### src/fetch_defines.svh
`ifndef FETCH_DEFINES_SVH
`define FETCH_DEFINES_SVH

// fetch word and bus geometry
`define FETCH_DATA_W         64      // word and beat width
`define FETCH_ADDR_W         64      // byte address width
`define FETCH_LINE_BEATS     4       // words per line, arlen is this minus one
`define FETCH_WORD_OFF_W     3       // byte offset inside a word
`define FETCH_LINE_OFF_W     5       // byte offset inside a 32 byte line

// fixed AR channel fields
`define FETCH_AXI_ID_W       4       // id is always zero
`define FETCH_AXI_SIZE       3'b011  // 8 bytes per beat
`define FETCH_AXI_BURST_INCR 2'b01
`define FETCH_AXI_CACHE      4'b0010 // normal, non-cacheable, non-bufferable
`define FETCH_AXI_PROT       3'b100  // instruction, secure, unprivileged

`endif
### src/fetch_pkg.sv
`include "fetch_defines.svh"

package fetch_pkg;

    typedef logic [`FETCH_ADDR_W-1:0] addr_t;    // byte address
    typedef logic [`FETCH_DATA_W-1:0] word_t;    // one fetch word or one R beat

    // line address, byte address without the in-line offset
    typedef logic [`FETCH_ADDR_W-`FETCH_LINE_OFF_W-1:0] tag_t;

    typedef logic [$clog2(`FETCH_LINE_BEATS)-1:0] beat_idx_t; // word slot in line

    // AXI rresp encoding
    typedef enum logic [1:0] {
        OKAY   = 2'b00,
        EXOKAY = 2'b01,
        SLVERR = 2'b10,
        DECERR = 2'b11
    } rresp_e;

    // read engine states
    typedef enum logic [1:0] {
        IDLE    = 2'b00,
        AR_WAIT = 2'b01,    // arvalid up, waiting for arready
        R_WAIT  = 2'b10     // rready up, collecting beats
    } rd_state_e;

endpackage

### src/line_fill_if.sv
// burst beats from the read engine to the line buffer and the tag keeper
interface line_fill_if;

    logic               beat_valid;  // beat taken on R this cycle
    fetch_pkg::word_t   beat_data;
    fetch_pkg::beat_idx_t beat_idx;  // slot the beat lands in
    logic               beat_last;   // beat carried rlast
    logic               beat_err;    // any bad rresp in this burst so far
    fetch_pkg::tag_t    fill_tag;    // line being filled

    modport engine (
        output beat_valid,
        output beat_data,
        output beat_idx,
        output beat_last,
        output beat_err,
        output fill_tag
    );

    modport result (
        input beat_valid,
        input beat_data,
        input beat_idx,
        input beat_last,
        input beat_err
    );

    // decoder only cares how and where a fill ends
    modport decode (
        input beat_last,
        input beat_err,
        input fill_tag
    );

endinterface

### src/fetch_port_top.sv
`include "fetch_defines.svh"

module fetch_port_top (
    input  logic                       clock,
    input  logic                       reset,

    // fetch requester
    input  logic                       fetch_valid_i,
    input  logic [`FETCH_ADDR_W-1:0]   fetch_addr_i,
    output logic                       fetch_ready_o,
    output logic [`FETCH_DATA_W-1:0]   fetch_data_o,
    output logic                       fetch_err_o,

    // AXI4 read, AR
    output logic                       axi_ar_valid_o,
    input  logic                       axi_ar_ready_i,
    output logic [`FETCH_ADDR_W-1:0]   axi_ar_addr_o,
    output logic [`FETCH_AXI_ID_W-1:0] axi_ar_id_o,
    output logic [7:0]                 axi_ar_len_o,
    output logic [2:0]                 axi_ar_size_o,
    output logic [1:0]                 axi_ar_burst_o,
    output logic                       axi_ar_lock_o,
    output logic [3:0]                 axi_ar_cache_o,
    output logic [2:0]                 axi_ar_prot_o,

    // AXI4 read, R
    input  logic                       axi_r_valid_i,
    output logic                       axi_r_ready_o,
    input  logic [`FETCH_DATA_W-1:0]   axi_r_data_i,
    input  logic [1:0]                 axi_r_resp_i,
    input  logic                       axi_r_last_i
);

    logic                 miss_valid;
    fetch_pkg::tag_t      miss_tag;
    logic                 hit;
    fetch_pkg::beat_idx_t word_idx;

    line_fill_if i_line_fill ();   // beats from engine to buffer and tag keeper

    fetch_req_decode i_fetch_req_decode (
        .clock         (clock),
        .reset         (reset),
        .fetch_valid_i (fetch_valid_i),
        .fetch_addr_i  (fetch_addr_i),
        .miss_valid_o  (miss_valid),
        .miss_tag_o    (miss_tag),
        .hit_o         (hit),
        .word_idx_o    (word_idx),
        .fill          (i_line_fill.decode)
    );

    // fill end is seen by the decoder through beat_last, fill_done stays local
    axi_read_engine i_axi_read_engine (
        .clock          (clock),
        .reset          (reset),
        .miss_valid_i   (miss_valid),
        .miss_tag_i     (miss_tag),
        .fill_done_o    (),
        .fill           (i_line_fill.engine),
        .axi_ar_valid_o (axi_ar_valid_o),
        .axi_ar_ready_i (axi_ar_ready_i),
        .axi_ar_addr_o  (axi_ar_addr_o),
        .axi_ar_id_o    (axi_ar_id_o),
        .axi_ar_len_o   (axi_ar_len_o),
        .axi_ar_size_o  (axi_ar_size_o),
        .axi_ar_burst_o (axi_ar_burst_o),
        .axi_ar_lock_o  (axi_ar_lock_o),
        .axi_ar_cache_o (axi_ar_cache_o),
        .axi_ar_prot_o  (axi_ar_prot_o),
        .axi_r_valid_i  (axi_r_valid_i),
        .axi_r_ready_o  (axi_r_ready_o),
        .axi_r_data_i   (axi_r_data_i),
        .axi_r_resp_i   (axi_r_resp_i),
        .axi_r_last_i   (axi_r_last_i)
    );

    line_result i_line_result (
        .clock         (clock),
        .reset         (reset),
        .hit_i         (hit),
        .word_idx_i    (word_idx),
        .fill          (i_line_fill.result),
        .fetch_ready_o (fetch_ready_o),
        .fetch_data_o  (fetch_data_o),
        .fetch_err_o   (fetch_err_o)
    );

endmodule

### src/line_result.sv
`include "fetch_defines.svh"

module line_result (
    input  logic                 clock,
    input  logic                 reset,
    input  logic                 hit_i,          // answer from buffer this cycle
    input  fetch_pkg::beat_idx_t word_idx_i,     // requested word in line
    line_fill_if.result          fill,
    output logic                 fetch_ready_o,
    output fetch_pkg::word_t     fetch_data_o,
    output logic                 fetch_err_o
);

    fetch_pkg::word_t line_buf [`FETCH_LINE_BEATS];  // one 32 byte line
    logic             miss_ans;   // answer cycle after the rlast beat
    logic             err_q;      // error state of the finished burst

    // every beat lands in its slot, also on error bursts
    always_ff @(posedge clock) begin
        if (fill.beat_valid) begin
            line_buf[fill.beat_idx] <= fill.beat_data;
        end
    end

    always_ff @(posedge clock or negedge reset) begin
        if (!reset) begin
            miss_ans <= 1'b0;
        end else begin
            miss_ans <= fill.beat_last;
        end
    end

    always_ff @(posedge clock) begin
        if (fill.beat_last) begin
            err_q <= fill.beat_err;
        end
    end

    // line complete by now, so hit and miss read the same way
    assign fetch_ready_o = hit_i | miss_ans;
    assign fetch_data_o  = line_buf[word_idx_i];
    assign fetch_err_o   = miss_ans & err_q;   // hits come from clean lines only

    // one answer per request, the requester needs a cycle to move on
    a_ready_pulse: assert property (
        @(posedge clock) disable iff (!reset)
        fetch_ready_o |=> !fetch_ready_o
    );

    // buffer hits cannot overlap the end of a fill
    a_no_overlap: assert property (
        @(posedge clock) disable iff (!reset)
        !(hit_i && miss_ans)
    );

endmodule

### src/axi_read_engine.sv
`include "fetch_defines.svh"

module axi_read_engine (
    input  logic                       clock,
    input  logic                       reset,
    input  logic                       miss_valid_i,
    input  fetch_pkg::tag_t            miss_tag_i,
    output logic                       fill_done_o,    // pulse after the rlast beat
    line_fill_if.engine                fill,

    // AR channel
    output logic                       axi_ar_valid_o,
    input  logic                       axi_ar_ready_i,
    output logic [`FETCH_ADDR_W-1:0]   axi_ar_addr_o,
    output logic [`FETCH_AXI_ID_W-1:0] axi_ar_id_o,
    output logic [7:0]                 axi_ar_len_o,
    output logic [2:0]                 axi_ar_size_o,
    output logic [1:0]                 axi_ar_burst_o,
    output logic                       axi_ar_lock_o,
    output logic [3:0]                 axi_ar_cache_o,
    output logic [2:0]                 axi_ar_prot_o,

    // R channel
    input  logic                       axi_r_valid_i,
    output logic                       axi_r_ready_o,
    input  logic [`FETCH_DATA_W-1:0]   axi_r_data_i,
    input  logic [1:0]                 axi_r_resp_i,
    input  logic                       axi_r_last_i
);

    fetch_pkg::rd_state_e state_q, state_d;
    fetch_pkg::tag_t      tag_q;      // line being fetched
    fetch_pkg::beat_idx_t beat_cnt;   // next beat slot
    logic                 err_acc;    // bad response seen earlier in burst
    logic                 beat_take;
    logic                 resp_bad;

    assign beat_take = (state_q == fetch_pkg::R_WAIT) && axi_r_valid_i;
    assign resp_bad  = fetch_pkg::rresp_e'(axi_r_resp_i) != fetch_pkg::OKAY;

    always_ff @(posedge clock or negedge reset) begin
        if (!reset) begin
            state_q <= fetch_pkg::IDLE;
        end else begin
            state_q <= state_d;
        end
    end

    always_comb begin
        state_d = state_q;
        case (state_q)
            fetch_pkg::IDLE:    if (miss_valid_i) state_d = fetch_pkg::AR_WAIT;
            fetch_pkg::AR_WAIT: if (axi_ar_ready_i) state_d = fetch_pkg::R_WAIT;
            fetch_pkg::R_WAIT:  if (beat_take && axi_r_last_i) state_d = fetch_pkg::IDLE;
            default:            state_d = fetch_pkg::IDLE;
        endcase
    end

    // tag latched at launch, holds araddr steady through AR_WAIT
    always_ff @(posedge clock) begin
        if (state_q == fetch_pkg::IDLE && miss_valid_i) begin
            tag_q <= miss_tag_i;
        end
    end

    always_ff @(posedge clock or negedge reset) begin
        if (!reset) begin
            beat_cnt    <= '0;
            err_acc     <= 1'b0;
            fill_done_o <= 1'b0;
        end else begin
            fill_done_o <= beat_take && axi_r_last_i;
            if (axi_ar_valid_o && axi_ar_ready_i) begin
                beat_cnt <= '0;     // fresh burst
                err_acc  <= 1'b0;
            end else if (beat_take) begin
                beat_cnt <= beat_cnt + 1'b1;
                err_acc  <= err_acc | resp_bad;
            end
        end
    end

    assign axi_ar_valid_o = (state_q == fetch_pkg::AR_WAIT);
    assign axi_ar_addr_o  = {tag_q, {`FETCH_LINE_OFF_W{1'b0}}};  // line aligned
    assign axi_ar_id_o    = '0;
    assign axi_ar_len_o   = 8'(`FETCH_LINE_BEATS - 1);
    assign axi_ar_size_o  = `FETCH_AXI_SIZE;
    assign axi_ar_burst_o = `FETCH_AXI_BURST_INCR;
    assign axi_ar_lock_o  = 1'b0;
    assign axi_ar_cache_o = `FETCH_AXI_CACHE;
    assign axi_ar_prot_o  = `FETCH_AXI_PROT;
    assign axi_r_ready_o  = (state_q == fetch_pkg::R_WAIT);

    assign fill.beat_valid = beat_take;
    assign fill.beat_data  = axi_r_data_i;
    assign fill.beat_idx   = beat_cnt;
    assign fill.beat_last  = beat_take && axi_r_last_i;
    assign fill.beat_err   = err_acc | (beat_take & resp_bad);  // includes this beat
    assign fill.fill_tag   = tag_q;

    // slave may stall arready, the request must not move meanwhile
    a_ar_stable: assert property (
        @(posedge clock) disable iff (!reset)
        axi_ar_valid_o && !axi_ar_ready_i |=> axi_ar_valid_o && $stable(axi_ar_addr_o)
    );

    // rlast exactly on the fourth beat
    a_rlast_pos: assert property (
        @(posedge clock) disable iff (!reset)
        beat_take |-> (axi_r_last_i == (beat_cnt == fetch_pkg::beat_idx_t'(`FETCH_LINE_BEATS - 1)))
    );

endmodule

### src/fetch_req_decode.sv
`include "fetch_defines.svh"

module fetch_req_decode (
    input  logic                 clock,
    input  logic                 reset,
    input  logic                 fetch_valid_i,
    input  fetch_pkg::addr_t     fetch_addr_i,
    output logic                 miss_valid_o,   // one cycle launch pulse
    output fetch_pkg::tag_t      miss_tag_o,
    output logic                 hit_o,          // registered hit, answer cycle
    output fetch_pkg::beat_idx_t word_idx_o,     // word of the request in flight
    line_fill_if.decode          fill
);

    fetch_pkg::tag_t line_tag;   // line held by the buffer
    logic            line_vld;
    fetch_pkg::tag_t req_tag;
    logic            req_hit;
    logic            accept;     // request sampled this edge
    logic            busy;       // miss outstanding
    logic            hold;       // answer cycle, requester still shows old request
    logic            fill_ok;

    assign req_tag = fetch_addr_i[`FETCH_ADDR_W-1:`FETCH_LINE_OFF_W];
    assign req_hit = line_vld && (req_tag == line_tag);
    assign accept  = fetch_valid_i && !busy && !hold;
    assign fill_ok = fill.beat_last && !fill.beat_err; // clean end of burst

    assign miss_valid_o = accept && !req_hit;
    assign miss_tag_o   = req_tag;

    always_ff @(posedge clock or negedge reset) begin
        if (!reset) begin
            hit_o    <= 1'b0;
            hold     <= 1'b0;
            busy     <= 1'b0;
            line_vld <= 1'b0;
        end else begin
            hit_o <= accept && req_hit;
            hold  <= (accept && req_hit) || fill.beat_last;  // skip the answer cycle
            if (miss_valid_o) begin
                busy     <= 1'b1;
                line_vld <= 1'b0;    // buffer is about to be overwritten
            end else if (fill.beat_last) begin
                busy     <= 1'b0;
                line_vld <= fill_ok; // error lines stay invalid
            end
        end
    end

    always_ff @(posedge clock) begin
        if (fill_ok) begin
            line_tag <= fill.fill_tag;
        end
        if (accept) begin
            word_idx_o <= fetch_addr_i[`FETCH_LINE_OFF_W-1:`FETCH_WORD_OFF_W];
        end
    end

    // a fill only ends for a miss launched here
    a_fill_launched: assert property (
        @(posedge clock) disable iff (!reset)
        fill.beat_last |-> busy
    );

endmodule

### config.mk
export PLATFORM = sky130hd
export DESIGN_NAME = fetch_port_top
export DESIGN_NICKNAME = d
export VERILOG_FILES = /design/src/fetch_pkg.sv /design/src/line_fill_if.sv /design/src/fetch_port_top.sv /design/src/line_result.sv /design/src/axi_read_engine.sv /design/src/fetch_req_decode.sv
export VERILOG_INCLUDE_DIRS = /design/src /design/src/src
export SDC_FILE = /design/constraint.sdc
export NUM_CORES = 1
export LEC_CHECK = 0
export BUFFER_PORTS_ARGS = -buffer_cell sky130_fd_sc_hd__buf_2
export CORE_ASPECT_RATIO = 1.4
export CORE_UTILIZATION = 33
export DETAILED_ROUTE_END_ITERATION = 6
export HOLD_SLACK_MARGIN = 0.05
export MAX_ROUTING_LAYER = met4
export RECOVER_POWER = 50
export SLEW_MARGIN = 30
export SYNTH_ARGS = -nofsm -noshare
export SYNTH_HDL_FRONTEND = slang
export SYNTH_HIERARCHICAL = 1
export SYNTH_SLANG_ARGS = --single-unit
export TNS_END_PERCENT = 1
### constraint.sdc
create_clock -name clock -period 16.53 [get_ports clock]
set_input_delay 1.653 -clock clock [delete_from_list [all_inputs] [get_ports clock]]
set_output_delay 1.653 -clock clock [all_outputs]
set_load 0.005 [all_outputs]
==> summary.txt <==
Detailed routing
  • Number of iterations in the first detailed-routing pass: 4
  • Average wire per standard cell: 18.8 um
  • Detailed-route DRC error count: 0
  • Number of routed nets with antenna violations: 0
  • DR vias: 6866
  • Iteration-0 DRC Markers: 365
  • Overall routed net length: 29600 um
  • Ratio of routed vias to standard cells: 4.36

Logic synthesis
  • Count of warnings emitted by yosys: 6
  • Number of instances in the synthesized netlist: 802
  • Netlist area before placement: 0.0157 sq mm
  • Mean area per synthesized cell: 19.6 sq um

Clock network
  • CTS tree: built
  • H-tree depth: 2
  • Hold-fix buffer count after cts: 0
  • Root Driver: sky130_fd_sc_hd__clkbuf_16
  • Clock input transition at the sequential cells of the worst setup and hold paths: 70 ps
  • Number of buffers inserted to repair setup after CTS: 0
  • Skew-Pair Late Insertion Delay: 540 ps
  • Sink Count: 387
  • TritonCTS Buffers: 40
  • Cells resized by post-CTS repair: 0
  • Number of buffers between clock root and the deepest sink: 3

Critical path
  • Setup slack on the worst flop-to-flop path: 13160 ps
  • Worst setup path class: flip-flop to primary output
  • Worst Setup End Kind: primary output
  • Start point of the critical path: i_fetch_req_decode/word_idx_o[0]$_DFFE_PP_
  • Startpoint type of the worst setup path: flip-flop
  • Path depth of the worst reg2reg path: 5
  • Destination of the critical timing path: fetch_data_o[1]
  • Highest fanout seen on the critical path: 46
  • Data arrival at the endpoint of the critical path: 2660 ps
  • R2r endpoint: i_line_result/line_buf[0][37]$_DFFE_PP_
  • Beginning of the worst register-to-register path: i_axi_read_engine/state_q[1]$_DFFE_PN0P_
  • Data required time at the worst endpoint: 14880 ps

Run
  • Max-Cap Viols: 0

Run status
  • Result of the run: finished, final reports clean

Timing
  • Maximum clock frequency: 0.232 GHz
  • Worst Skew: 16.5 ps
  • Final setup fails: 0
  • Total Neg Setup Slack: 0 ps
  • Min Tclk post-route: 4310 ps
  • Final count of hold timing violations: 0
  • Count of final max-slew check failures: 0
  • Worst rel slew slack: 0.172
  • Slew @ Worst Pin: 1240 ps
  • Final cycle utilization of the critical path: 0.261
  • Setup repair after global routing missed its margin: no

Hold path
  • HP Class: flip-flop to flip-flop
  • Worst Hold Depth: 0
  • Launch point of the worst hold path: i_axi_read_engine/fill.fill_tag[33]$_DFFE_PP_

GRT
  • Antenna violations before repair: 3
  • Global route overflow: 0
  • Overall fraction of global-route tracks in use: 0.123
  • Largest net degree at the start of global routing: 61
  • Number of global-route vias before repair: 7394
  • Wire length of the first global-routing pass: 43300 um

Floorplan
  • Horiz. Die Dim: 186 um
  • Die outline height: 260 um
  • Die outline area: 0.0485 sq mm
  • Floorplan Core Area: 0.0470 sq mm
  • Initial core utilization: 0.334
  • Top-Level Pins: 293
  • # rows: 94

Pwr
  • Pleak: 0.00571 uW
  • Maximum ir drop on the vdd rail: 0.0918 mV
  • Power per unit of standard cell area: 133 mW/mm^2

Cells and area
  • Total number of nets in the final design: 1052
  • Filler Cell Count: 4426
  • Final core area utilization: 0.368
  • Layout cell share with drive strength beyond 1: 0.285
  • Number of non-filler instances in the completed layout: 1574
  • Area growth from synthesis to layout: 10.2%

Place
  • Sum of net half-perimeters after detailed placement: 18500 um
  • IO buf count: 259
  • Final weighted congestion in routability-driven placement: 0.725
  • Placed insts: 1498
## stage by stage
step                      worst slack [ps]  power [uW]  area [sq um]  hold WS [ps]
after floorplan                       9480        1410         15800           461
after global placement               12350        1470         16300           428
after detailed placement             12370        1480         16300           426
after CTS                            12060        2350         17500           441
after global routing                 11970        2390         17300           450
final                                12220        2300         17300           441
## cell usage in the layout (no fill, tap or decap), types with 2 or more instances in the layout
cell type	instances
sky130_fd_sc_hd__o21ai_0	3
sky130_fd_sc_hd__inv_6	4
sky130_fd_sc_hd__nor2_1	4
sky130_fd_sc_hd__conb_1	30
sky130_fd_sc_hd__or2_2	2
sky130_fd_sc_hd__buf_2	133
sky130_fd_sc_hd__xor2_1	15
sky130_fd_sc_hd__dfrtp_1	10
sky130_fd_sc_hd__and3b_1	2
sky130_fd_sc_hd__clkbuf_1	137
sky130_fd_sc_hd__edfxtp_1	377
sky130_fd_sc_hd__clkinv_1	8
sky130_fd_sc_hd__nor4_1	6
sky130_fd_sc_hd__nand4_1	12
sky130_fd_sc_hd__mux4_2	60
sky130_fd_sc_hd__a21oi_1	2
sky130_fd_sc_hd__mux4_1	4
sky130_fd_sc_hd__bufinv_16	2
sky130_fd_sc_hd__and3_1	2
sky130_fd_sc_hd__nand2_1	4
sky130_fd_sc_hd__xnor2_1	40
sky130_fd_sc_hd__inv_1	8
sky130_fd_sc_hd__diode_2	3
sky130_fd_sc_hd__clkinv_2	6
sky130_fd_sc_hd__buf_4	9
sky130_fd_sc_hd__clkbuf_16	41
## flip-flops by register name (all words and copies together) (netlist names)
signal	flops
i_line_result/line_buf	256
i_axi_read_engine/fill.fill_tag	59
i_fetch_req_decode/line_tag	59
i_axi_read_engine/fill.beat_idx	2
i_axi_read_engine/state_q	2
i_fetch_req_decode/word_idx_o	2
i_axi_read_engine/err_acc	1
i_fetch_req_decode/busy	1
i_fetch_req_decode/hit_o	1
i_fetch_req_decode/hold	1
i_fetch_req_decode/line_vld	1
i_line_result/err_q	1
i_line_result/miss_ans	1
## layout make-up
type | instances | area (sq um) | area share
Multi-Input combinational cell | 209 | 2460 | 0.142
Clock inverter | 22 | 171 | 0.00990
Inverter | 8 | 30.0 | 0.00173
Timing Repair Buffer | 270 | 1220 | 0.0705
Clock buffer | 51 | 1060 | 0.0614
Tap cell | 624 | 781 | 0.0451
Sequential cell | 387 | 11600 | 0.668
Antenna cell | 3 | 7.51 | 0.000434
## layer usage
layer | track usage | up-vias | share of wire | wire (um)
li1 | - | 3073 | - | -
met2 | 0.208 | 249 | 0.50 | 14800
met4 | 0.0459 | 0 | 0.027 | 805
met3 | 0.0375 | 58 | 0.076 | 2240
met1 | 0.136 | 3486 | 0.40 | 11800
met5 | - | - | 0 | 0
## critical path, stage by stage, from the launching register on
cell                       delay (ps)
sky130_fd_sc_hd__edfxtp_1         330
sky130_fd_sc_hd__buf_4            370
sky130_fd_sc_hd__buf_6            600
sky130_fd_sc_hd__mux4_1           650
sky130_fd_sc_hd__buf_2            150
## where the power goes
part           internal [uW]  switching [uW]  total, uW
logic                    106             141        247
registers               1170            27.9       1200
clock network            489             371        860
## worst min-delay path by stage
| stage | endpoint | slack (ps) |
|---|---|---|
| 3_5_place_dp | i_fetch_req_decode/line_tag[33]$_DFFE_PP_ | 430 |
| 6_report | i_fetch_req_decode/line_tag[33]$_DFFE_PP_ | 440 |
| 4_1_cts | i_fetch_req_decode/line_tag[33]$_DFFE_PP_ | 440 |
| 3_3_place_gp | i_fetch_req_decode/line_tag[27]$_DFFE_PP_ | 430 |
| 5_1_grt | i_fetch_req_decode/line_tag[33]$_DFFE_PP_ | 450 |
| 2_1_floorplan | i_axi_read_engine/err_acc$_DFFE_PN0P_ | 460 |
Power figures use the tool's default switching activity.
